**config.mk**
```make
export PLATFORM = sky130hd
export DESIGN_NAME = spi_master
export DESIGN_NICKNAME = d
export VERILOG_FILES = /design/src/hw/w5500_pkg.sv /design/src/hw/spi_master.sv
export SDC_FILE = /design/constraint.sdc
export NUM_CORES = 1
export LEC_CHECK = 0
export ABC_AREA = 0
export BUFFER_PORTS_ARGS = -buffer_cell sky130_fd_sc_hd__buf_2
export CELL_PAD_IN_SITES_DETAIL_PLACEMENT = 0
export CELL_PAD_IN_SITES_GLOBAL_PLACEMENT = 1
export CORE_MARGIN = 5
export CORE_UTILIZATION = 40
export DETAILED_ROUTE_END_ITERATION = 16
export GPL_ROUTABILITY_DRIVEN = 0
export PLACE_DENSITY_LB_ADDON = 0.1
export SETUP_SLACK_MARGIN = 0.4
export SLEW_MARGIN = 30
export SYNTH_ARGS = -nofsm -noshare
export SYNTH_HDL_FRONTEND = slang
export SYNTH_SLANG_ARGS = --single-unit
```
**constraint.sdc**
```tcl
create_clock -name clk -period 4.1 [get_ports clk]
set_input_delay 0.82 -clock clk [delete_from_list [all_inputs] [get_ports clk]]
set_output_delay 0.82 -clock clk [all_outputs]
set_load 0.02 [all_outputs]
```
**src/hw/w5500_pkg.sv**
```systemverilog
`default_nettype none

package w5500_pkg;

	//////////////////////////////
	// widths
	//////////////////////////////
	localparam int unsigned CMD_W     = 8;
	localparam int unsigned HDR_BYTES = 3; // two address bytes and the control byte
	localparam int unsigned BUF_AW    = 11;
	localparam int unsigned CLK_DIV_W = 16;

	//////////////////////////////
	// command codes
	//////////////////////////////
	localparam logic [CMD_W-1:0] CMD_GATEWAY        = 8'h01;
	localparam logic [CMD_W-1:0] CMD_NETMASK        = 8'h02;
	localparam logic [CMD_W-1:0] CMD_SMAC           = 8'h03;
	localparam logic [CMD_W-1:0] CMD_SIP            = 8'h04;
	localparam logic [CMD_W-1:0] CMD_PHY_STATE      = 8'h05;
	localparam logic [CMD_W-1:0] CMD_RTR            = 8'h06;
	localparam logic [CMD_W-1:0] CMD_RCR            = 8'h07;
	localparam logic [CMD_W-1:0] CMD_SOCK_MODE      = 8'h10;
	localparam logic [CMD_W-1:0] CMD_SOCK_CMD       = 8'h11;
	localparam logic [CMD_W-1:0] CMD_SOCK_INT       = 8'h12;
	localparam logic [CMD_W-1:0] CMD_SOCK_STATE     = 8'h13;
	localparam logic [CMD_W-1:0] CMD_SOCK_SPORT     = 8'h14;
	localparam logic [CMD_W-1:0] CMD_SOCK_RBUF_SIZE = 8'h15;
	localparam logic [CMD_W-1:0] CMD_SOCK_TBUF_SIZE = 8'h16;
	localparam logic [CMD_W-1:0] CMD_SOCK_TX_FSIZE  = 8'h17;
	localparam logic [CMD_W-1:0] CMD_SOCK_TX_WPOINT = 8'h18;
	localparam logic [CMD_W-1:0] CMD_SOCK_RX_SIZE   = 8'h19;
	localparam logic [CMD_W-1:0] CMD_SOCK_RX_RPOINT = 8'h1A;
	localparam logic [CMD_W-1:0] CMD_SOCK_KEEPALIVE = 8'h1B;
	localparam logic [CMD_W-1:0] CMD_SOCK_BUF       = 8'h20;

	//////////////////////////////
	// register offsets
	//////////////////////////////
	// common block
	localparam logic [15:0] REG_GAR0    = 16'h0001;
	localparam logic [15:0] REG_SUBR0   = 16'h0005;
	localparam logic [15:0] REG_SHAR0   = 16'h0009;
	localparam logic [15:0] REG_SIPR0   = 16'h000F;
	localparam logic [15:0] REG_RTR0    = 16'h0019;
	localparam logic [15:0] REG_RCR     = 16'h001B;
	localparam logic [15:0] REG_PHYCFGR = 16'h002E;

	// socket register block, same offsets for every socket
	localparam logic [15:0] SN_MR         = 16'h0000;
	localparam logic [15:0] SN_CR         = 16'h0001;
	localparam logic [15:0] SN_IR         = 16'h0002;
	localparam logic [15:0] SN_SR         = 16'h0003;
	localparam logic [15:0] SN_PORT0      = 16'h0004;
	localparam logic [15:0] SN_RXBUF_SIZE = 16'h001E;
	localparam logic [15:0] SN_TXBUF_SIZE = 16'h001F;
	localparam logic [15:0] SN_TX_FSR0    = 16'h0020; // read only
	localparam logic [15:0] SN_TX_WR0     = 16'h0024;
	localparam logic [15:0] SN_RX_RSR0    = 16'h0026; // read only
	localparam logic [15:0] SN_RX_RD0     = 16'h0028;
	localparam logic [15:0] SN_KPALVTR    = 16'h002F;

	//////////////////////////////
	// control byte fields
	//////////////////////////////
	// the control byte is {socket[2:0], bsb[1:0], rw, om[1:0]}
	localparam logic [1:0] BSB_COMMON   = 2'b00;
	localparam logic [1:0] BSB_SOCK_REG = 2'b01;
	localparam logic [1:0] BSB_SOCK_TX  = 2'b10;
	localparam logic [1:0] BSB_SOCK_RX  = 2'b11;

	localparam logic RW_READ  = 1'b0;
	localparam logic RW_WRITE = 1'b1;

endpackage

`default_nettype wire
```
**src/hw/spi_master.sv**
```systemverilog
`timescale 1ns/1ps
`default_nettype none

module spi_master (
	input  wire                             clk,
	input  wire                             rst_n,
	input  wire                             i_cs_ctrl,
	input  wire [w5500_pkg::CLK_DIV_W-1:0]  i_clk_div,
	input  wire                             i_wr_req,
	input  wire [7:0]                       i_tx_byte,
	input  wire                             i_spi_miso,
	output logic                            o_wr_ack,
	output logic [7:0]                      o_rx_byte,
	output logic                            o_spi_cs,
	output logic                            o_spi_dclk,
	output logic                            o_spi_mosi
);
	import w5500_pkg::*;

	logic                 busy;
	logic [CLK_DIV_W-1:0] div_cnt;
	logic [2:0]           bit_cnt;
	logic [7:0]           tx_shift;
	logic [7:0]           rx_shift;
	logic                 half_end;

	// a divider of zero runs like a divider of one
	assign half_end = busy && ((div_cnt == i_clk_div - 1'b1) || (i_clk_div == '0));

	// the byte ends on the eighth falling edge of dclk
	assign o_wr_ack = half_end && o_spi_dclk && (bit_cnt == 3'd7);

	assign o_spi_cs   = i_cs_ctrl; // the sequencer owns the frame
	assign o_spi_mosi = tx_shift[7];
	assign o_rx_byte  = rx_shift;

	//////////////////////////////
	// shifter
	//////////////////////////////
	always_ff @(posedge clk or negedge rst_n) begin
		if (!rst_n) begin
			busy       <= 1'b0;
			div_cnt    <= '0;
			bit_cnt    <= 3'd0;
			o_spi_dclk <= 1'b0;
			tx_shift   <= 8'h00;
			rx_shift   <= 8'h00;
		end else if (!busy) begin
			if (i_wr_req) begin
				busy     <= 1'b1;
				div_cnt  <= '0;
				bit_cnt  <= 3'd0;
				tx_shift <= i_tx_byte; // msb is on mosi before the first rising edge
			end
		end else if (half_end) begin
			div_cnt    <= '0;
			o_spi_dclk <= ~o_spi_dclk;
			if (!o_spi_dclk) begin
				rx_shift <= {rx_shift[6:0], i_spi_miso}; // rising edge samples miso
			end else begin
				// falling edge moves the next bit onto mosi
				tx_shift <= {tx_shift[6:0], 1'b0};
				bit_cnt  <= bit_cnt + 3'd1;
				if (bit_cnt == 3'd7)
					busy <= 1'b0;
			end
		end else begin
			div_cnt <= div_cnt + 1'b1;
		end
	end

endmodule

`default_nettype wire

```
==> results.json <==
{
  "p_sw_mw": 0.342,
  "clockPowerShare": 0.302,
  "hp-start": "o_rx_byte[7]$_DFFE_PN0P_",
  "crit_arrival_ns": 3.43,
  "postRouteAntennaNets": 0,
  "grt-ovfl-total": 0,
  "finalClockSkew_ns": 0.00681,
  "switching_share": 0.319,
  "post-route-drc-count": 0,
  "clockBufferDepth": 2,
  "fillers": 664,
  "failed_checks": "negative setup slack",
  "dpl_cell_area_sq_um": 3160,
  "synth-async-reset-ratio": 1.00,
  "tightest_slew_ns": 0.845,
  "critical_path_required_ns": 3.28,
  "r2r_start": "div_cnt[3]$_DFFE_PN0P_",
  "power_frac_seq": 0.452,
  "chipWidth_um": 92.8,
  "clk-insertion-delay-late_ns": 0.29,
  "design_area_sq_um": 3300,
  "period_minus_slack_ns": 4.25,
  "timing.hold.ws_ns": 0.517,
  "grt_use_total": 0.160,
  "yosysWarnings": 0,
  "clock_sinks": 37,
  "numCtsBuffers": 5,
  "synth_top_family_by_area": "simple AND/OR/NAND/NOR gates",
  "wl_um": 6780,
  "pin_count": 41,
  "synthFlopType": "dfrtp_1",
  "ir_worst_vdd_uv": 170,
  "syn-num-nets": 333,
  "synthToLayoutAreaGrowth_pct": 20.1,
  "dieArea_sq_um": 8620,
  "path_max_fanout": 2,
  "setup_ws_ns": -0.148,
  "startpoint_type": "input pin",
  "antenna_found_initial": 0,
  "grt_max_degree": 38,
  "outcome": "finished, violations left",
  "p_leak_nw": 1.43,
  "fin_tns_setup_ns": -0.148,
  "htree_levels": 2,
  "die_h_um": 92.8,
  "nNetsFinal": 386,
  "p_comb_frac": 0.245,
  "root_buffer": "clkbuf_8",
  "place_hpwl_um": 4910,
  "synth_most_common_cell": "dfrtp_1",
  "fmax_ghz": 0.235,
  "vias": 2515,
  "num_rows": 30,
  "synth.area.top_cells": "dfrtp_1 34%, xnor2_1 5.4%, mux2i_1 3.6%",
  "holdBufCountCts": 0,
  "drtIter0Drc": 103,
  "grt_pass1_vias": 2440,
  "portBuffers": 38,
  "synth-compound-area-share": 0.211,
  "seq_area_frac_synth": 0.337,
  "relSlewSlack": 0.437,
  "synth_mux_area_frac": 0.0761,
  "rsz0062_at_grt": "yes",
  "setup_viol_count_final": 1,
  "hold_class": "flop to flop",
  "synth_edf_count": 0,
  "wl_per_cell_um": 15.6,
  "final_hold_viol_count": 0,
  "finalMaxSlewViolations": 0,
  "yosysTopAreaCellShare": 0.337,
  "r2r_end": "tx_shift[7]$_DFFE_PN0P_",
  "synthCells": 300,
  "ys_ff_latch": 37,
  "grt_pass1_wl_um": 11400,
  "clk_pin_slew_worst_paths_ns": 0.08,
  "internal_power_mw": 0.730,
  "core-area_sq_um": 6720,
  "synth_fa_ha_area_frac": 0.0182,
  "whs_endpoint": "o_rx_byte[7]$_DFFE_PN0P_",
  "min_path_cells": 1,
  "yosysTopAreaCell": "dfrtp_1",
  "cts_tree": "yes",
  "powerDensity_nw_per_um2": 325,
  "synthXorXnorAreaFrac": 0.0766,
  "ys_types": 57,
  "rrSetupSlack_ns": 1.50,
  "num_antenna_cells": 0,
  "syn-cell-area_sq_um": 2750,
  "reg2reg_depth": 10,
  "min_period_over_period": 1.04,
  "fin_util": 0.491,
  "detail_route.vias_per_cell": 5.79,
  "cap_violations": 0,
  "crit_type": "input pin to output pin",
  "drive_above_1_share": 0.308,
  "synthTopCellsByCount": "37 x dfrtp_1, 18 x nand2_1, 17 x nand3_1, 17 x xnor2_1",
  "first_pass_iters": 4,
  "yosys.area_share.simple": 0.219,
  "setup.worst_path.end_class": "output pin",
  "avgSynthCellArea_sq_um": 9.15,
  "initial_core_util": 0.409
}
-- worst max-delay path, stage by stage --
cell,delay [ns]
buf_6,0.09
or4_4,0.53
or4_4,0.50
or3_4,0.36
a2111oi_4,0.30
nor3b_2,0.21
nand4b_1,0.12
o31a_2,0.16
nor3b_4,0.19
buf_6,0.14
-- final cells by class --
class                   count  area, sq um  share of cell area
multi-input cells         226         1670               0.506
flip-flops and latches     37          926               0.281
repair buffers             69          435               0.132
well taps                  80          100              0.0304
clock buffers               5         68.8              0.0209
inverters                  14         52.6              0.0159
clock inverters             3         46.3              0.0140
-- layout by cell type, fill, tap and decap left out, types with 8 or more instances in the layout --
cell | synthesis | layout
buf_2 | 4 | 36
nand2_1 | 18 | 18
nand3_1 | 17 | 17
nand4_1 | 8 | 8
o21ai_0 | 15 | 15
buf_4 | 1 | 31
dfrtp_1 | 37 | 37
inv_1 | 14 | 14
nor2_1 | 10 | 10
nor3_1 | 10 | 10
xnor2_1 | 17 | 17
mux2i_1 | 10 | 10
-- sequential cells by signal, indices dropped and copies added, names as in the netlist --
| register | flops |
|---|---|
| o_rx_byte | 8 |
| o_spi_dclk | 1 |
| busy | 1 |
| div_cnt | 16 |
| bit_cnt | 3 |
| tx_shift | 8 |
-- timing repair --
action                                  CTS  global route
pin swaps                                 1             0
gates cloned                              0             0
endpoints found under the setup margin    1             1
setup buffers                             1             0
gates resized for setup                   3             0
-- metrics by stage --
stage                     total power [mW]  std cells  worst slack, ns
final                                 1.07        434           -0.148
after global routing                  1.14        434           -0.284
after CTS                             1.08        434           -0.137
after detailed placement             0.751        425           -0.201
after global placement               0.749        425           -0.173
after floorplan                      0.667        300           0.0574
-- kinds of logic (layout without fill, tap and decap cells) --
logic type,after synthesis,in the layout
DFF,37,37
adders and majority gates,4,4
buffers and inverters,37,91
xor gates and xnor gates,24,24
muxes,19,19
AOI/OAI and AO/OA,74,74
and+or+nand+nor,105,105
-- worst max-delay path by stage --
stage                        from  endpoint  slack, ns  cells after the start
floorplan            i_clk_div[8]  o_wr_ack       0.06                      9
global placement    i_clk_div[11]  o_wr_ack      -0.17                     10
detailed placement  i_clk_div[11]  o_wr_ack      -0.20                     10
CTS                  i_clk_div[8]  o_wr_ack      -0.14                     10
global route         i_clk_div[8]  o_wr_ack      -0.28                     10
finish               i_clk_div[8]  o_wr_ack      -0.15                     10
-- power by group through the flow --
stage	clock, mW	combinational, mW	sequential (mW)
after floorplan	0	0.210	0.457
after global placement	0	0.258	0.490
after detailed placement	0	0.262	0.490
after CTS	0.334	0.264	0.483
after global routing	0.349	0.295	0.494
final	0.324	0.263	0.485
-- metal layers --
layer,part of all wire,up-vias,track usage
met1,0.48,1214,0.214
met5,0,-,0
li1,-,1244,-
met2,0.46,51,0.268
met3,0.049,6,0.0309
met4,0.011,0,0.0366
(Power assumes the default switching activity.)
