==> src/hw/w5500_pkg.sv <==
`default_nettype none

package w5500_pkg;

	//////////////////////////////
	// widths
	//////////////////////////////
	localparam int unsigned CMD_W     = 8;
	localparam int unsigned HDR_BYTES = 3; // two address bytes and the control byte
	localparam int unsigned BUF_AW    = 11;
	localparam int unsigned CLK_DIV_W = 16;

	//////////////////////////////
	// command codes
	//////////////////////////////
	localparam logic [CMD_W-1:0] CMD_GATEWAY        = 8'h01;
	localparam logic [CMD_W-1:0] CMD_NETMASK        = 8'h02;
	localparam logic [CMD_W-1:0] CMD_SMAC           = 8'h03;
	localparam logic [CMD_W-1:0] CMD_SIP            = 8'h04;
	localparam logic [CMD_W-1:0] CMD_PHY_STATE      = 8'h05;
	localparam logic [CMD_W-1:0] CMD_RTR            = 8'h06;
	localparam logic [CMD_W-1:0] CMD_RCR            = 8'h07;
	localparam logic [CMD_W-1:0] CMD_SOCK_MODE      = 8'h10;
	localparam logic [CMD_W-1:0] CMD_SOCK_CMD       = 8'h11;
	localparam logic [CMD_W-1:0] CMD_SOCK_INT       = 8'h12;
	localparam logic [CMD_W-1:0] CMD_SOCK_STATE     = 8'h13;
	localparam logic [CMD_W-1:0] CMD_SOCK_SPORT     = 8'h14;
	localparam logic [CMD_W-1:0] CMD_SOCK_RBUF_SIZE = 8'h15;
	localparam logic [CMD_W-1:0] CMD_SOCK_TBUF_SIZE = 8'h16;
	localparam logic [CMD_W-1:0] CMD_SOCK_TX_FSIZE  = 8'h17;
	localparam logic [CMD_W-1:0] CMD_SOCK_TX_WPOINT = 8'h18;
	localparam logic [CMD_W-1:0] CMD_SOCK_RX_SIZE   = 8'h19;
	localparam logic [CMD_W-1:0] CMD_SOCK_RX_RPOINT = 8'h1A;
	localparam logic [CMD_W-1:0] CMD_SOCK_KEEPALIVE = 8'h1B;
	localparam logic [CMD_W-1:0] CMD_SOCK_BUF       = 8'h20;

	//////////////////////////////
	// register offsets
	//////////////////////////////
	// common block
	localparam logic [15:0] REG_GAR0    = 16'h0001;
	localparam logic [15:0] REG_SUBR0   = 16'h0005;
	localparam logic [15:0] REG_SHAR0   = 16'h0009;
	localparam logic [15:0] REG_SIPR0   = 16'h000F;
	localparam logic [15:0] REG_RTR0    = 16'h0019;
	localparam logic [15:0] REG_RCR     = 16'h001B;
	localparam logic [15:0] REG_PHYCFGR = 16'h002E;

	// socket register block, same offsets for every socket
	localparam logic [15:0] SN_MR         = 16'h0000;
	localparam logic [15:0] SN_CR         = 16'h0001;
	localparam logic [15:0] SN_IR         = 16'h0002;
	localparam logic [15:0] SN_SR         = 16'h0003;
	localparam logic [15:0] SN_PORT0      = 16'h0004;
	localparam logic [15:0] SN_RXBUF_SIZE = 16'h001E;
	localparam logic [15:0] SN_TXBUF_SIZE = 16'h001F;
	localparam logic [15:0] SN_TX_FSR0    = 16'h0020; // read only
	localparam logic [15:0] SN_TX_WR0     = 16'h0024;
	localparam logic [15:0] SN_RX_RSR0    = 16'h0026; // read only
	localparam logic [15:0] SN_RX_RD0     = 16'h0028;
	localparam logic [15:0] SN_KPALVTR    = 16'h002F;

	//////////////////////////////
	// control byte fields
	//////////////////////////////
	// the control byte is {socket[2:0], bsb[1:0], rw, om[1:0]}
	localparam logic [1:0] BSB_COMMON   = 2'b00;
	localparam logic [1:0] BSB_SOCK_REG = 2'b01;
	localparam logic [1:0] BSB_SOCK_TX  = 2'b10;
	localparam logic [1:0] BSB_SOCK_RX  = 2'b11;

	localparam logic RW_READ  = 1'b0;
	localparam logic RW_WRITE = 1'b1;

endpackage

`default_nettype wire
==> src/hw/w5500_cmd_seq.sv <==
`timescale 1ns/1ps
`default_nettype none

module w5500_cmd_seq (
	input  wire                           clk,
	input  wire                           rst_n,
	input  wire [w5500_pkg::CMD_W-1:0]    i_cmd,
	input  wire                           i_cmd_valid,
	input  wire [2:0]                     i_sock_num,
	input  wire                           i_rw,
	input  wire [15:0]                    i_addr,
	input  wire [15:0]                    i_byte_size,
	input  wire [7:0]                     i_buf_rd_data,
	input  wire                           i_wr_ack,
	input  wire [7:0]                     i_rx_byte,
	output logic                          o_cmd_ack,
	output logic [w5500_pkg::BUF_AW-1:0]  o_buf_rd_addr,
	output logic                          o_cs_ctrl,
	output logic                          o_wr_req,
	output logic [7:0]                    o_tx_byte,
	output logic [7:0]                    o_rd_data,
	output logic                          o_rd_valid
);
	import w5500_pkg::*;

	localparam logic [2:0] S_IDLE    = 3'd0;
	localparam logic [2:0] S_CS_LOW  = 3'd1;
	localparam logic [2:0] S_ADDR    = 3'd2;
	localparam logic [2:0] S_CTRL    = 3'd3;
	localparam logic [2:0] S_DATA    = 3'd4;
	localparam logic [2:0] S_CS_HIGH = 3'd5;

	logic [2:0]  state;
	logic        known_q;
	logic [15:0] cnt_q;
	logic [1:0]  gap_q;
	logic [15:0] addr_q;
	logic [7:0]  ctrl_q;
	logic [15:0] len_q;

	logic [15:0] dec_addr;
	logic [15:0] dec_len;
	logic [1:0]  dec_bsb;
	logic        dec_rw;
	logic        dec_common;
	logic        dec_known;

	logic        is_write;
	logic        last_data;
	logic        issue;
	logic        end_frame;
	logic [7:0]  next_byte;

	//////////////////////////////
	// command decode
	//////////////////////////////
	always_comb begin
		dec_addr  = i_addr;
		dec_known = 1'b1;
		case (i_cmd)
			CMD_GATEWAY:        dec_addr = REG_GAR0;
			CMD_NETMASK:        dec_addr = REG_SUBR0;
			CMD_SMAC:           dec_addr = REG_SHAR0;
			CMD_SIP:            dec_addr = REG_SIPR0;
			CMD_PHY_STATE:      dec_addr = REG_PHYCFGR;
			CMD_RTR:            dec_addr = REG_RTR0;
			CMD_RCR:            dec_addr = REG_RCR;
			CMD_SOCK_MODE:      dec_addr = SN_MR;
			CMD_SOCK_CMD:       dec_addr = SN_CR;
			CMD_SOCK_INT:       dec_addr = SN_IR;
			CMD_SOCK_STATE:     dec_addr = SN_SR;
			CMD_SOCK_SPORT:     dec_addr = SN_PORT0;
			CMD_SOCK_RBUF_SIZE: dec_addr = SN_RXBUF_SIZE;
			CMD_SOCK_TBUF_SIZE: dec_addr = SN_TXBUF_SIZE;
			CMD_SOCK_TX_FSIZE:  dec_addr = SN_TX_FSR0;
			CMD_SOCK_TX_WPOINT: dec_addr = SN_TX_WR0;
			CMD_SOCK_RX_SIZE:   dec_addr = SN_RX_RSR0;
			CMD_SOCK_RX_RPOINT: dec_addr = SN_RX_RD0;
			CMD_SOCK_KEEPALIVE: dec_addr = SN_KPALVTR;
			CMD_SOCK_BUF:       dec_addr = i_addr;
			default:            dec_known = 1'b0;
		endcase
	end

	always_comb begin
		case (i_cmd)
			CMD_SMAC:
				dec_len = 16'd6;
			CMD_GATEWAY, CMD_NETMASK, CMD_SIP:
				dec_len = 16'd4;
			CMD_SOCK_SPORT, CMD_SOCK_TX_FSIZE, CMD_SOCK_TX_WPOINT,
			CMD_SOCK_RX_SIZE, CMD_SOCK_RX_RPOINT, CMD_RTR:
				dec_len = 16'd2;
			CMD_SOCK_BUF:
				dec_len = i_byte_size;
			default:
				dec_len = 16'd1;
		endcase
	end

	always_comb begin
		dec_rw     = i_rw;
		dec_common = 1'b0;
		dec_bsb    = BSB_SOCK_REG;
		case (i_cmd)
			CMD_GATEWAY, CMD_NETMASK, CMD_SMAC, CMD_SIP,
			CMD_PHY_STATE, CMD_RTR, CMD_RCR: begin
				dec_common = 1'b1;
				dec_bsb    = BSB_COMMON;
			end
			CMD_SOCK_TX_FSIZE, CMD_SOCK_RX_SIZE:
				dec_rw = RW_READ; // these registers cannot be written
			CMD_SOCK_BUF:
				dec_bsb = (i_rw == RW_WRITE) ? BSB_SOCK_TX : BSB_SOCK_RX;
			default:
				dec_bsb = BSB_SOCK_REG;
		endcase
	end

	//////////////////////////////
	// byte issue
	//////////////////////////////
	assign is_write  = (ctrl_q[2] == RW_WRITE);
	assign last_data = (cnt_q == len_q - 16'd1);

	assign issue = (state == S_CS_LOW && known_q) ||
	               (state == S_ADDR && i_wr_ack) ||
	               (state == S_CTRL && i_wr_ack && len_q != 16'd0) ||
	               (state == S_DATA && gap_q == 2'd1);

	assign end_frame = i_wr_ack && ((state == S_CTRL && len_q == 16'd0) ||
	                                (state == S_DATA && last_data));

	always_comb begin
		case (state)
			S_CS_LOW: next_byte = addr_q[15:8];
			S_ADDR:   next_byte = (cnt_q == 16'd0) ? addr_q[7:0] : ctrl_q;
			default:  next_byte = is_write ? i_buf_rd_data : 8'h00; // reads clock out zeros
		endcase
	end

	always_ff @(posedge clk) begin
		if (state == S_IDLE && i_cmd_valid) begin
			addr_q <= dec_addr;
			len_q  <= dec_len;
			ctrl_q <= {(dec_common ? 3'd0 : i_sock_num), dec_bsb, dec_rw, 2'b00};
		end
		if (issue)
			o_tx_byte <= next_byte;
		if (state == S_DATA && i_wr_ack && !is_write)
			o_rd_data <= i_rx_byte;
	end

	//////////////////////////////
	// frame FSM
	//////////////////////////////
	always_ff @(posedge clk or negedge rst_n) begin
		if (!rst_n) begin
			state         <= S_IDLE;
			known_q       <= 1'b0;
			cnt_q         <= 16'd0;
			gap_q         <= 2'd0;
			o_buf_rd_addr <= '0;
			o_cs_ctrl     <= 1'b1;
			o_wr_req      <= 1'b0;
			o_cmd_ack     <= 1'b0;
			o_rd_valid    <= 1'b0;
		end else begin
			o_wr_req   <= issue;
			o_cmd_ack  <= (state == S_CS_HIGH);
			o_rd_valid <= (state == S_DATA) && i_wr_ack && !is_write;
			if (end_frame)
				o_cs_ctrl <= 1'b1;
			case (state)
				S_IDLE: begin
					cnt_q         <= 16'd0;
					gap_q         <= 2'd0;
					o_buf_rd_addr <= '0; // first payload byte is read ahead
					if (i_cmd_valid) begin
						known_q <= dec_known;
						state   <= S_CS_LOW;
					end
				end
				S_CS_LOW: begin
					if (known_q) begin
						o_cs_ctrl <= 1'b0;
						state     <= S_ADDR;
					end else begin
						state <= S_CS_HIGH; // no frame, chip select stays high
					end
				end
				S_ADDR: begin
					if (i_wr_ack) begin
						if (cnt_q == 16'd0) begin
							cnt_q <= 16'd1;
						end else begin
							cnt_q <= 16'd0;
							state <= S_CTRL;
						end
					end
				end
				S_CTRL: begin
					if (i_wr_ack)
						state <= (len_q == 16'd0) ? S_CS_HIGH : S_DATA;
				end
				S_DATA: begin
					if (i_wr_ack) begin
						if (last_data) begin
							state <= S_CS_HIGH;
						end else begin
							cnt_q <= cnt_q + 16'd1;
							gap_q <= 2'd2; // buffer needs two cycles for the new address
							if (is_write)
								o_buf_rd_addr <= o_buf_rd_addr + 1'b1;
						end
					end else if (gap_q != 2'd0) begin
						gap_q <= gap_q - 2'd1;
					end
				end
				S_CS_HIGH: begin
					state <= S_IDLE;
				end
				default: begin
					state <= S_IDLE;
				end
			endcase
		end
	end

endmodule

`default_nettype wire

==> config.mk <==
export PLATFORM = sky130hd
export DESIGN_NAME = w5500_cmd_seq
export DESIGN_NICKNAME = d
export VERILOG_FILES = /design/src/hw/w5500_pkg.sv /design/src/hw/w5500_cmd_seq.sv
export SDC_FILE = /design/constraint.sdc
export NUM_CORES = 1
export LEC_CHECK = 0
export ABC_AREA = 1
export BUFFER_PORTS_ARGS = -buffer_cell sky130_fd_sc_hd__buf_2
export CORE_MARGIN = 2
export CORE_UTILIZATION = 60
export DETAILED_ROUTE_END_ITERATION = 10
export PLACE_DENSITY = 0.84
export SLEW_MARGIN = 20
export SYNTH_ARGS = -nofsm -noshare
export SYNTH_HDL_FRONTEND = slang
export SYNTH_SLANG_ARGS = --single-unit
==> constraint.sdc <==
create_clock -name clk -period 4.45 [get_ports clk]
set_input_delay 0.2225 -clock clk [delete_from_list [all_inputs] [get_ports clk]]
set_output_delay 0.2225 -clock clk [all_outputs]
set_load 0.05 [all_outputs]
==> out/metrics.yaml, run 1 <==
floorplanning:
  fp-row-count: 35
  core_region_area_sq_um: 9110
  start_util: 0.611
  fp.dieArea_sq_um: 10100
  fp.dieH_um: 100
  fp.dieW_um: 100
  ioPinCount: 95
worst_setup_path:
  regToRegSetupSlack_ns: 1.74
  crit_arrival_ns: 3.00
  crit_path_frequent_cell: "nand2_1"
  cp_data_required_time_ns: 4.74
  crit_family: "simple AND/OR/NAND/NOR gates"
  worstSetupStartpointType: "flop"
  critPathMaxStageDelay_ns: 0.51
  cpMaxStageDelayCell: "inv_1"
  cp.buffers_inverters: 3
  crit_chain: "nor2_1 -> inv_1 -> nor2_2 -> inv_1 -> nand2_1 -> nor2_1 -> a21oi_1 -> nand2_4 -> inv_2 -> nand2_1 -> nand2_1"
  end_kind: "flop"
  path_class: "flop to flop"
  worstPathMaxFanout: 25
logic_synthesis:
  synthTopCellsByArea: "edfxtp_1, dfrtp_1, nand2_1"
  synth-edff-count: 54
  synth_cells: 729
  synth-seq-cells: 91
  synth_top_area_frac: 0.291
  async_reset_ff_frac: 0.407
  synth_area_leader_cell: "edfxtp_1"
  syn_avg_cell_area_sq_um: 7.63
  synthDistinctLibCells: 38
  syn_area_sq_um: 5560
  seq_area_frac_synth: 0.458
  ys.flop_type: "edfxtp_1"
  synthesis.nets: 800
  yosys_warnings: 0
clock_network:
  postCtsSetupBuffers: 0
  cts_max_level: 3
  clockRootBuffer: "clkbuf_8"
  clock_sinks: 91
  cts_tree: "done"
  cts-resized-gates: 0
  numCtsBuffers: 9
  cts_max_path_buffers: 2
  clk_pin_slew_ns: 0.10
  clock_latency_ns: 0.36
  cts_hold_buf: 1
timing:
  fmax_mhz: 370
  finalSetupTns_ns: 0
  setup_violations: 0
  setup_ws_ns: 1.74
  relSlewSlack: 0.394
  drv_slew: 0
  rsz0062_at_grt: "false"
  worst_pin_slew_ns: 0.902
  period_minus_slack_ns: 2.71
  finalHoldViolations: 0
  finClkSkew_ns: 0.0135
  period_share: 0.608
layout:
  drive_gt1_frac: 0.169
  finalNetCount: 896
  antenna_cells: 0
  final_common_cell: "nand2_1"
  regArea_sq_um: 2550
  multiInputGateArea_sq_um: 2540
  fill_cells: 757
  final_cell_mix: "nand2_1, nor2_1, inv_1, buf_2, nand3_1"
  fin_util: 0.695
  area_growth_pct: 13.8
power_and_ir_drop:
  leakagePower_nw: 3.04
  power_density_nw_per_um2: 433
  irDropWorstVdd_mv: 0.287
flow_run:
  drv_cap: 0
global_routing:
  grt-ovfl-total: 0
  grt_pass1_wl_um: 21200
  grt_pass1_vias: 4536
  antenna_found_initial: 0
  track_usage: 0.265
  grt_max_degree: 39
placement:
  place.gp.congestion: 0.942
  dp_hpwl_um: 10100
  dp_slack_ns: 1.50
  portBuffers: 94
route:
  wirelength_um: 13000
  drc: 0
  firstDrtPassIters: 6
  via_per_inst: 5.30
  drtAntennaViolNets: 0
  wl_per_cell_um: 13.8
  drtIter0Drc: 260
  via_count: 4990
hold_path:
  hold_class: "input port to flop"
outcome:
  status: "completed"
[routing by layer]
layer  vias to the layer above  global-route usage  part of all wire
met3                        23              0.0355             0.055
met1                      2274               0.371              0.45
met5                         -                   0                 0
met4                         0              0.0875             0.021
li1                       2526                   -                 -
met2                       167               0.428              0.47
[logic make-up (layout without fill, tap and decap cells)]
kind of cell / Yosys count / after routing / share of synthesized area
xor+xnor: 30 / 30 / 0.0472
flops: 91 / 91 / 0.458
simple gates: 436 / 436 / 0.345
fa+ha+maj: 7 / 7 / 0.0157
buf+inv: 120 / 221 / 0.0857
compound gates: 45 / 45 / 0.0477
[worst register-to-register path, delay by kind of cell (launching register included)]
family	cells	cell delay, ns
AND/OR/NAND/NOR	7	1.22
AO/OA/AOI/OAI	1	0.23
buffers and inverters	3	0.77
flip-flops	1	0.42
[registers in the layout, indices dropped and copies added, names as in the netlist, 3 cells and up]
signal and count:
addr_q 16, cnt_q 16, len_q 16, o_buf_rd_addr 11, o_rd_data 8, o_tx_byte 8, ctrl_q 6, state 3
[final timing paths]
check | startpoint | end | cells past startpoint
worst max-delay path | state[0]$_DFFE_PN0P_ | cnt_q[7]$_DFFE_PN0P_ | 11
worst min-delay path | i_rx_byte[5] | o_rd_data[5]$_DFFE_PP_ | 1
worst max register to register | state[0]$_DFFE_PN0P_ | cnt_q[7]$_DFFE_PN0P_ | 11
worst min register to register | gap_q[1]$_DFFE_PN0P_ | gap_q[1]$_DFFE_PN0P_ | 2
max in group asynchronous | rst_n | known_q$_DFFE_PN0P_ | 2
min in group asynchronous | rst_n | cnt_q[10]$_DFFE_PN0P_ | 2
[synth_stat cells (7+ instances only)]
cell type / n
edfxtp_1: 54
o21ai_0: 18
nor3_1: 17
dfrtp_1: 36
nand2_1: 198
ha_1: 7
nand3_1: 56
nor2_2: 9
o211ai_1: 9
xor2_1: 22
nand4_1: 16
xnor2_1: 8
nor2_1: 110
inv_1: 104
nand3b_1: 7
[per-stage QoR]
stage	std cells	area (sq um)	power [W]	hold slack [ns]
after detailed placement	924	6120	0.00218	0.364
after floorplan	729	5560	0.00197	-0.0731
final	941	6330	0.00274	0.0374
after global placement	924	6120	0.00215	0.353
after CTS	941	6330	0.00275	0.0274
after global routing	941	6330	0.00292	0.0203
[power by group]
| group | total, W | switching, W | internal [W] |
|---|---|---|---|
| registers | 0.00119 | 0.000101 | 0.00109 |
| logic | 0.000981 | 0.000726 | 0.000255 |
| clock network | 0.000569 | 0.000303 | 0.000266 |
[area by class of cell]
| cell class | instances | share of cell area |
|---|---|---|
| Clock buffer | 10 | 0.0202 |
| Timing Repair Buffer | 97 | 0.0783 |
| Sequential cell | 91 | 0.403 |
| Clock inverter | 6 | 0.0115 |
| Multi-Input combinational cell | 518 | 0.402 |
| Tap cell | 111 | 0.0219 |
| Inverter | 108 | 0.0640 |
Power figures use the tool's default switching activity.
==> run 2: changes to the inputs <==
- CORE_UTILIZATION: 60 -> 57
- PLACE_DENSITY: 0.84 -> 0.81
- clock period: 4.45 -> 2.83 ns (I/O delays scaled with it)
==> out/metrics.yaml, run 2 (same netlist as run 1, synthesis figures left out) <==
outcome:
  status: "completed"  # unchanged
route:
  firstDrtPassIters: 5  # was 6
  drtIter0Drc: 291  # was 260
  wl_met3_um: 930  # was 711 um
  wl_per_cell_um: 13.6  # was 13.8 um
  wirelength_um: 13300  # was 13000 um
  via_per_inst: 5.22  # was 5.30
  via_count: 5107  # was 4990
  drtAntennaViolNets: 0  # unchanged
  wl_met1_um: 5860  # was 5910 um
  routed-wl-met2_um: 6220  # was 6130 um
  top_layer: "met4"  # unchanged
  drc: 0  # unchanged
power_and_ir_drop:
  clock_power_share: 0.190  # was 0.208
  swShare: 0.420  # was 0.412
  p_int_w: 0.00248  # was 0.00161 W
  power_density_nw_per_um2: 660  # was 433 nW/um^2
  irDropWorstVdd_mv: 0.322  # was 0.287 mV
  switchingPower_w: 0.00179  # was 0.00113 W
  pwr-share-seq: 0.441  # was 0.435
  combPwrFrac: 0.370  # was 0.358
  leakagePower_nw: 3.09  # was 3.04 nW
hold_path:
  holdPathEnd: "len_q[0]$_DFFE_PP_"  # was o_rd_data[5]$_DFFE_PP_
  min_path_cells: 3  # was 1
  hold_start: "i_byte_size[0]"  # was i_rx_byte[5]
  hold_class: "input port to flop"  # unchanged
worst_setup_path:
  reg2reg_from: "len_q[0]$_DFFE_PP_"  # was state[0]$_DFFE_PN0P_
  worstRegToRegCells: 16  # was 11
  cp_data_required_time_ns: 3.14  # was 4.74 ns
  worstPathMaxFanout: 12  # was 25
  path_class: "flop to flop"  # unchanged
  regToRegSetupSlack_ns: 0.46  # was 1.74 ns
  r2r-end: "o_buf_rd_addr[2]$_DFFE_PN0P_"  # was cnt_q[7]$_DFFE_PN0P_
  end_kind: "flop"  # unchanged
  crit_arrival_ns: 2.67  # was 3.00 ns
  worstSetupStartpointType: "flop"  # unchanged
floorplanning:
  ioPinCount: 95  # unchanged
  core_region_area_sq_um: 9640  # was 9110 sq um
  fp.dieH_um: 103  # was 100 um
  fp.dieW_um: 103  # was 100 um
  fp-row-count: 36  # was 35
  start_util: 0.577  # was 0.611
  fp.dieArea_sq_um: 10600  # was 10100 sq um
layout:
  area_growth_pct: 16.2  # was 13.8%
  final_cell_mix: "nand2_1, nor2_1, inv_1, buf_2, nand3_1"  # unchanged
  antenna_cells: 0  # unchanged
  final_common_cell: "nand2_1"  # unchanged
  top_regs: "addr_q (16), cnt_q (16), len_q (16)"  # unchanged
  fin_util: 0.670  # was 0.695
  finalNetCount: 911  # was 896
  fill_cells: 859  # was 757
  drive_gt1_frac: 0.173  # was 0.169
timing:
  whs_ns: 0.0584  # was 0.0374 ns
  fmax_mhz: 422  # was 370 MHz
  period_share: 0.837  # was 0.608
  worst_pin_slew_ns: 0.895  # was 0.902 ns
  finalHoldViolations: 0  # unchanged
  finalSetupTns_ns: 0  # unchanged
  finClkSkew_ns: 0.0134  # was 0.0135 ns
  setup_violations: 0  # unchanged
  drv_slew: 0  # unchanged
  relSlewSlack: 0.399  # was 0.394
  period_minus_slack_ns: 2.37  # was 2.71 ns
  rsz0062_at_grt: "false"  # unchanged
global_routing:
  grt_max_degree: 39  # unchanged
  grt-ovfl-total: 0  # unchanged
  grt_pass1_vias: 4632  # was 4536
  grt_pass1_wl_um: 21200  # about the same
  antenna_found_initial: 0  # unchanged
  track_usage: 0.259  # was 0.265
clock_network:
  clockRootBuffer: "clkbuf_8"  # unchanged
  cts_tree: "done"  # unchanged
  clk_pin_slew_ns: 0.09  # was 0.10 ns
  numCtsBuffers: 9  # unchanged
  clock_latency_ns: 0.37  # was 0.36 ns
  cts_max_path_buffers: 2  # unchanged
  clock_sinks: 91  # unchanged
  cts-resized-gates: 0  # unchanged
  cts_max_level: 3  # unchanged
placement:
  dp_hpwl_um: 10100  # about the same
  place.gp.congestion: 0.925  # was 0.942
  portBuffers: 94  # unchanged
flow_run:
  drv_cap: 0  # unchanged
[run 2: power by group through the flow]
stage	sequential, W	clock (W)	combinational, W
3_3_place_gp	0.00190	0	0.00151
5_1_grt	0.00190	0.000880	0.00175
6_report	0.00188	0.000809	0.00158
3_5_place_dp	0.00190	0	0.00156
4_1_cts	0.00188	0.000827	0.00157
2_1_floorplan	0.00209	0	0.00101
[run 2: timing repair]
action	CTS	global route
hold buffers	9	0
setup buffers	0	0
hold endpoints to repair	44	0
setup endpoints to repair	0	0
[run 2: cell type report]
type                       count  area [sq um]  area share
multi-input combinational    518          2540       0.393
sequential                    91          2550       0.394
timing repair buffer         112           628      0.0972
inverter                     108           405      0.0627
tap                          133           166      0.0258
clock buffer                  10           128      0.0197
clock inverter                 6          48.8     0.00755
[run 2: worst max-delay path by stage]
stage	startpoint	end	slack, ns
after floorplan	state[1]$_DFFE_PN0P_	o_rd_data[0]$_DFFE_PP_	0.74
after global placement	len_q[0]$_DFFE_PP_	o_buf_rd_addr[9]$_DFFE_PN0P_	0.57
after detailed placement	len_q[0]$_DFFE_PP_	o_buf_rd_addr[2]$_DFFE_PN0P_	0.49
after CTS	len_q[0]$_DFFE_PP_	o_buf_rd_addr[2]$_DFFE_PN0P_	0.47
after global routing	len_q[0]$_DFFE_PP_	o_buf_rd_addr[1]$_DFFE_PN0P_	0.20
final	len_q[0]$_DFFE_PP_	o_buf_rd_addr[2]$_DFFE_PN0P_	0.46
[run 2: critical path, stage by stage, from the launching register on]
cell and delay [ns]:
edfxtp_1 0.40, inv_1 0.20, ha_1 0.26, nand2_2 0.11, o21ai_0 0.22, nand2_1 0.08
nand2_1 0.06, nand2_1 0.05, inv_1 0.06, nand2_1 0.04, nor2_1 0.09, nand2_1 0.07
nand2_2 0.10, nand2_2 0.17, nand2_2 0.24, nand2_1 0.09, nand2_1 0.07
[run 2: per-layer routing]
layer,GRT usage,up-vias
li1,-,2556
met4,0.0921,0
met3,0.0549,19
met1,0.356,2345
met5,0,-
met2,0.409,187
[run 2: stage by stage]
step                      instance area [sq um]  worst slack [ns]  power [W]  std cells
after floorplan                            5560             0.738    0.00310        729
after global placement                     6200             0.574    0.00341        953
after detailed placement                   6200             0.485    0.00346        953
after CTS                                  6460             0.472    0.00427        978
after global routing                       6460             0.197    0.00454        978
final                                      6460             0.462    0.00427        978
==> run 3: changes to the inputs <==
- ABC_AREA: 1 -> 0
- clock period: 2.83 -> 2.4 ns (I/O delays scaled with it)
==> out/metrics.yaml, run 3 <==
layout:
  multiInputGateArea_sq_um: 3060  # was 2540 sq um
  area_growth_pct: 32.4  # was 16.2%
  top_regs: "addr_q (16), cnt_q (16), len_q (16)"  # unchanged
  antenna_cells: 0  # unchanged
  final_common_cell: "buf_2"  # was nand2_1
  drive_gt1_frac: 0.338  # was 0.173
  regArea_sq_um: 2550  # unchanged
  finalNetCount: 776  # was 911
  final_cell_mix: "buf_2, buf_4, edfxtp_1, nand2_1, dfrtp_1"  # was nand2_1, nor2_1, inv_1, buf_2, nand3_1
  fill_cells: 600  # was 859
  stdcell_area_sq_um: 7300  # was 6460 sq um
timing:
  period_minus_slack_ns: 2.97  # was 2.37 ns
  period_share: 1.24  # was 0.837
  drv_slew: 0  # unchanged
  finClkSkew_ns: 0.0112  # was 0.0134 ns
  whs_ns: 0.0288  # was 0.0584 ns
  worst_pin_slew_ns: 0.847  # was 0.895 ns
  setup_ws_ns: -0.569  # was 0.462 ns
  setup_violations: 39  # was 0
  rsz0062_at_grt: "true"  # was false
  fmax_mhz: 337  # was 422 MHz
  relSlewSlack: 0.436  # was 0.399
  finalHoldViolations: 0  # unchanged
floorplanning:
  fp.dieArea_sq_um: 10500  # was 10600 sq um
  fp-row-count: 35  # was 36
  fp.dieW_um: 102  # was 103 um
  ioPinCount: 95  # unchanged
  core_region_area_sq_um: 9330  # was 9640 sq um
  start_util: 0.591  # was 0.577
  fp.dieH_um: 102  # was 103 um
route:
  via_count: 5167  # was 5107
  drtIter0Drc: 340  # was 291
  via_per_inst: 6.16  # was 5.22
  wirelength_um: 15200  # was 13300 um
  wl_per_cell_um: 18.1  # was 13.6 um
  firstDrtPassIters: 5  # unchanged
  drc: 0  # unchanged
  drtAntennaViolNets: 0  # unchanged
power_and_ir_drop:
  clock_power_share: 0.189  # was 0.190
  p_int_w: 0.00331  # was 0.00248 W
  swShare: 0.411  # was 0.420
  pwr-share-seq: 0.386  # was 0.441
  leakagePower_nw: 3.03  # was 3.09 nW
  power_density_nw_per_um2: 770  # was 660 nW/um^2
  irDropWorstVdd_mv: 0.456  # was 0.322 mV
  combPwrFrac: 0.425  # was 0.370
  switchingPower_w: 0.00231  # was 0.00179 W
logic_synthesis:
  synth_top_area_frac: 0.294  # was 0.291
  yosys_warnings: 0  # unchanged
  synthTopCellsByCount: "edfxtp_1, nand2_1, dfrtp_1"  # was nand2_1, nor2_1, inv_1
  yosys.cell_count.top_type: "edfxtp_1"  # was nand2_1
  syn_avg_cell_area_sq_um: 9.97  # was 7.63 sq um
  synth_area_leader_cell: "edfxtp_1"  # unchanged
  synth_cells: 553  # was 729
  synth-edff-count: 54  # unchanged
  synth-seq-cells: 91  # unchanged
  syn_area_sq_um: 5510  # was 5560 sq um
  synthDistinctLibCells: 72  # was 38
  synthesis.nets: 624  # was 800
  async_reset_ff_frac: 0.407  # unchanged
  synthTopCellsByArea: "edfxtp_1, dfrtp_1, nand2_1"  # unchanged
  ys.flop_type: "edfxtp_1"  # unchanged
  seq_area_frac_synth: 0.462  # was 0.458
flow_run:
  drv_cap: 0  # unchanged
worst_setup_path:
  endpoint: "o_buf_rd_addr[5]$_DFFE_PN0P_"  # was o_buf_rd_addr[2]$_DFFE_PN0P_
  cp_data_required_time_ns: 2.64  # was 3.14 ns
  regToRegSetupSlack_ns: -0.57  # was 0.46 ns
  path_class: "flop to flop"  # unchanged
  worstRegToRegCells: 9  # was 16
  crit_arrival_ns: 3.20  # was 2.67 ns
  end_kind: "flop"  # unchanged
  r2r-end: "o_buf_rd_addr[5]$_DFFE_PN0P_"  # was o_buf_rd_addr[2]$_DFFE_PN0P_
  reg2reg_from: "len_q[0]$_DFFE_PP_"  # unchanged
  worstSetupStartpoint: "len_q[0]$_DFFE_PP_"  # unchanged
  worstSetupStartpointType: "flop"  # unchanged
  worstPathMaxFanout: 8  # was 12
global_routing:
  gr-max-usage-layer: "met2"  # unchanged
  grt_max_degree: 39  # unchanged
  grt_pass1_vias: 4813  # was 4632
  grt_use_met2: 0.475  # was 0.409
  antenna_found_initial: 0  # unchanged
  gr-usage-met3: 0.0609  # was 0.0549
  use_met1: 0.367  # was 0.356
  grt-ovfl-total: 0  # unchanged
  track_usage: 0.281  # was 0.259
  grt_pass1_wl_um: 23000  # was 21200 um
clock_network:
  clock_sinks: 91  # unchanged
  cts_max_level: 3  # unchanged
  cts_max_path_buffers: 2  # unchanged
  clk_pin_slew_ns: 0.10  # was 0.09 ns
  clockRootBuffer: "clkbuf_8"  # unchanged
  numCtsBuffers: 9  # unchanged
  clock_latency_ns: 0.37  # about the same
  cts_tree: "done"  # unchanged
outcome:
  violations: "negative setup slack"
  status: "complete, but fails checks"  # was completed
placement:
  dpl-instance-area_sq_um: 6480  # was 6200 sq um
  portBuffers: 94  # unchanged
  place.gp.congestion: 0.912  # was 0.925
  dp_hpwl_um: 9860  # was 10100 um
hold_path:
  hold_class: "input port to flop"  # unchanged
[run 3: cell types whose count changed after synthesis, sizes merged, moves of 15 or more]
cell,before,now
mux2i,0,15
clkbuf,8,27
nand2,206,51
inv,107,20
and2,0,30
nand2b,0,15
nor2,122,28
nand3,56,16
a21oi,6,28
[run 3: metal layers]
layer	share of wire	wire [um]	vias up
li1	-	-	2395
met1	0.41	6230	2496
met2	0.50	7550	245
met3	0.069	1050	31
met4	0.023	344	0
met5	0	0	-
[run 3: worst min path at each step]
| stage | start | slack, ns | endpoint | depth (start not counted) |
|---|---|---|---|---|
| 2_1_floorplan | rst_n | -0.18 | cnt_q[0]$_DFFE_PN0P_ | 0 |
| 3_3_place_gp | rst_n | 0.26 | o_buf_rd_addr[7]$_DFFE_PN0P_ | 1 |
| 3_5_place_dp | rst_n | 0.27 | o_buf_rd_addr[7]$_DFFE_PN0P_ | 1 |
| 4_1_cts | i_byte_size[10] | 0.02 | len_q[10]$_DFFE_PP_ | 2 |
| 5_1_grt | i_byte_size[10] | 0.01 | len_q[10]$_DFFE_PP_ | 2 |
| 6_report | i_sock_num[1] | 0.03 | ctrl_q[6]$_SDFFCE_PP0P_ | 2 |
[run 3: final cells by class]
type                       count  area share
multi-input combinational    407       0.420
tap                          129      0.0221
clock inverter                 5     0.00549
timing repair buffer         176       0.171
inverter                      20      0.0103
sequential                    91       0.349
clock buffer                  11      0.0223
[run 3: cell families (layout without fill, tap and decap cells)]
group / count (synthesis) / count (layout) / share of synthesized area
buffers and inverters: 56 / 212 / 0.0522
XOR/XNOR: 23 / 23 / 0.0365
flip-flops: 91 / 91 / 0.462
multiplexers: 15 / 15 / 0.0272
AND/OR/NAND/NOR: 223 / 223 / 0.223
AO/OA/AOI/OAI: 138 / 139 / 0.183
adder cells (fa/ha/maj): 7 / 7 / 0.0159
[run 3: power by group through the flow]
stage / Clock (W) / Combinational, W / Sequential [W]
6_report: 0.00106 / 0.00239 / 0.00217
5_1_grt: 0.00114 / 0.00256 / 0.00220
4_1_cts: 0.00107 / 0.00219 / 0.00216
3_5_place_dp: 0 / 0.00212 / 0.00219
3_3_place_gp: 0 / 0.00207 / 0.00217
2_1_floorplan: 0 / 0.00128 / 0.00235
[run 3: repair_timing]
item | 4_1_cts | 5_1_grt
buffers inserted | 4 | 8
pin swaps | 6 | 13
resized for setup | 14 | 39
endpoints found under the setup margin | 40 | 39
cloned | 1 | 3
endpoints found under the hold margin | 44 | 0
hold buffers | 9 | 0
[run 3: worst max-delay path: stages, from the launching register on]
cell      delay, ns
edfxtp_1       0.40
buf_4          0.15
or4_4          0.41
or4_4          0.42
xnor2_1        0.13
or4_4          0.44
a2111o_2       0.47
nand2_1        0.13
buf_6          0.16
o311ai_2       0.12
[run 3: through the flow]
stage               power, W  setup TNS, ns   util  worst slack, ns  instances
floorplan            0.00363         -17.41      -           -0.606        553
global placement     0.00424         -13.57  0.695           -0.473        798
detailed placement   0.00431         -17.32  0.695           -0.594        798
CTS                  0.00542         -14.98  0.742           -0.544        828
global route         0.00590         -19.32  0.782           -0.656        839
finish               0.00562         -16.33  0.782           -0.569        839
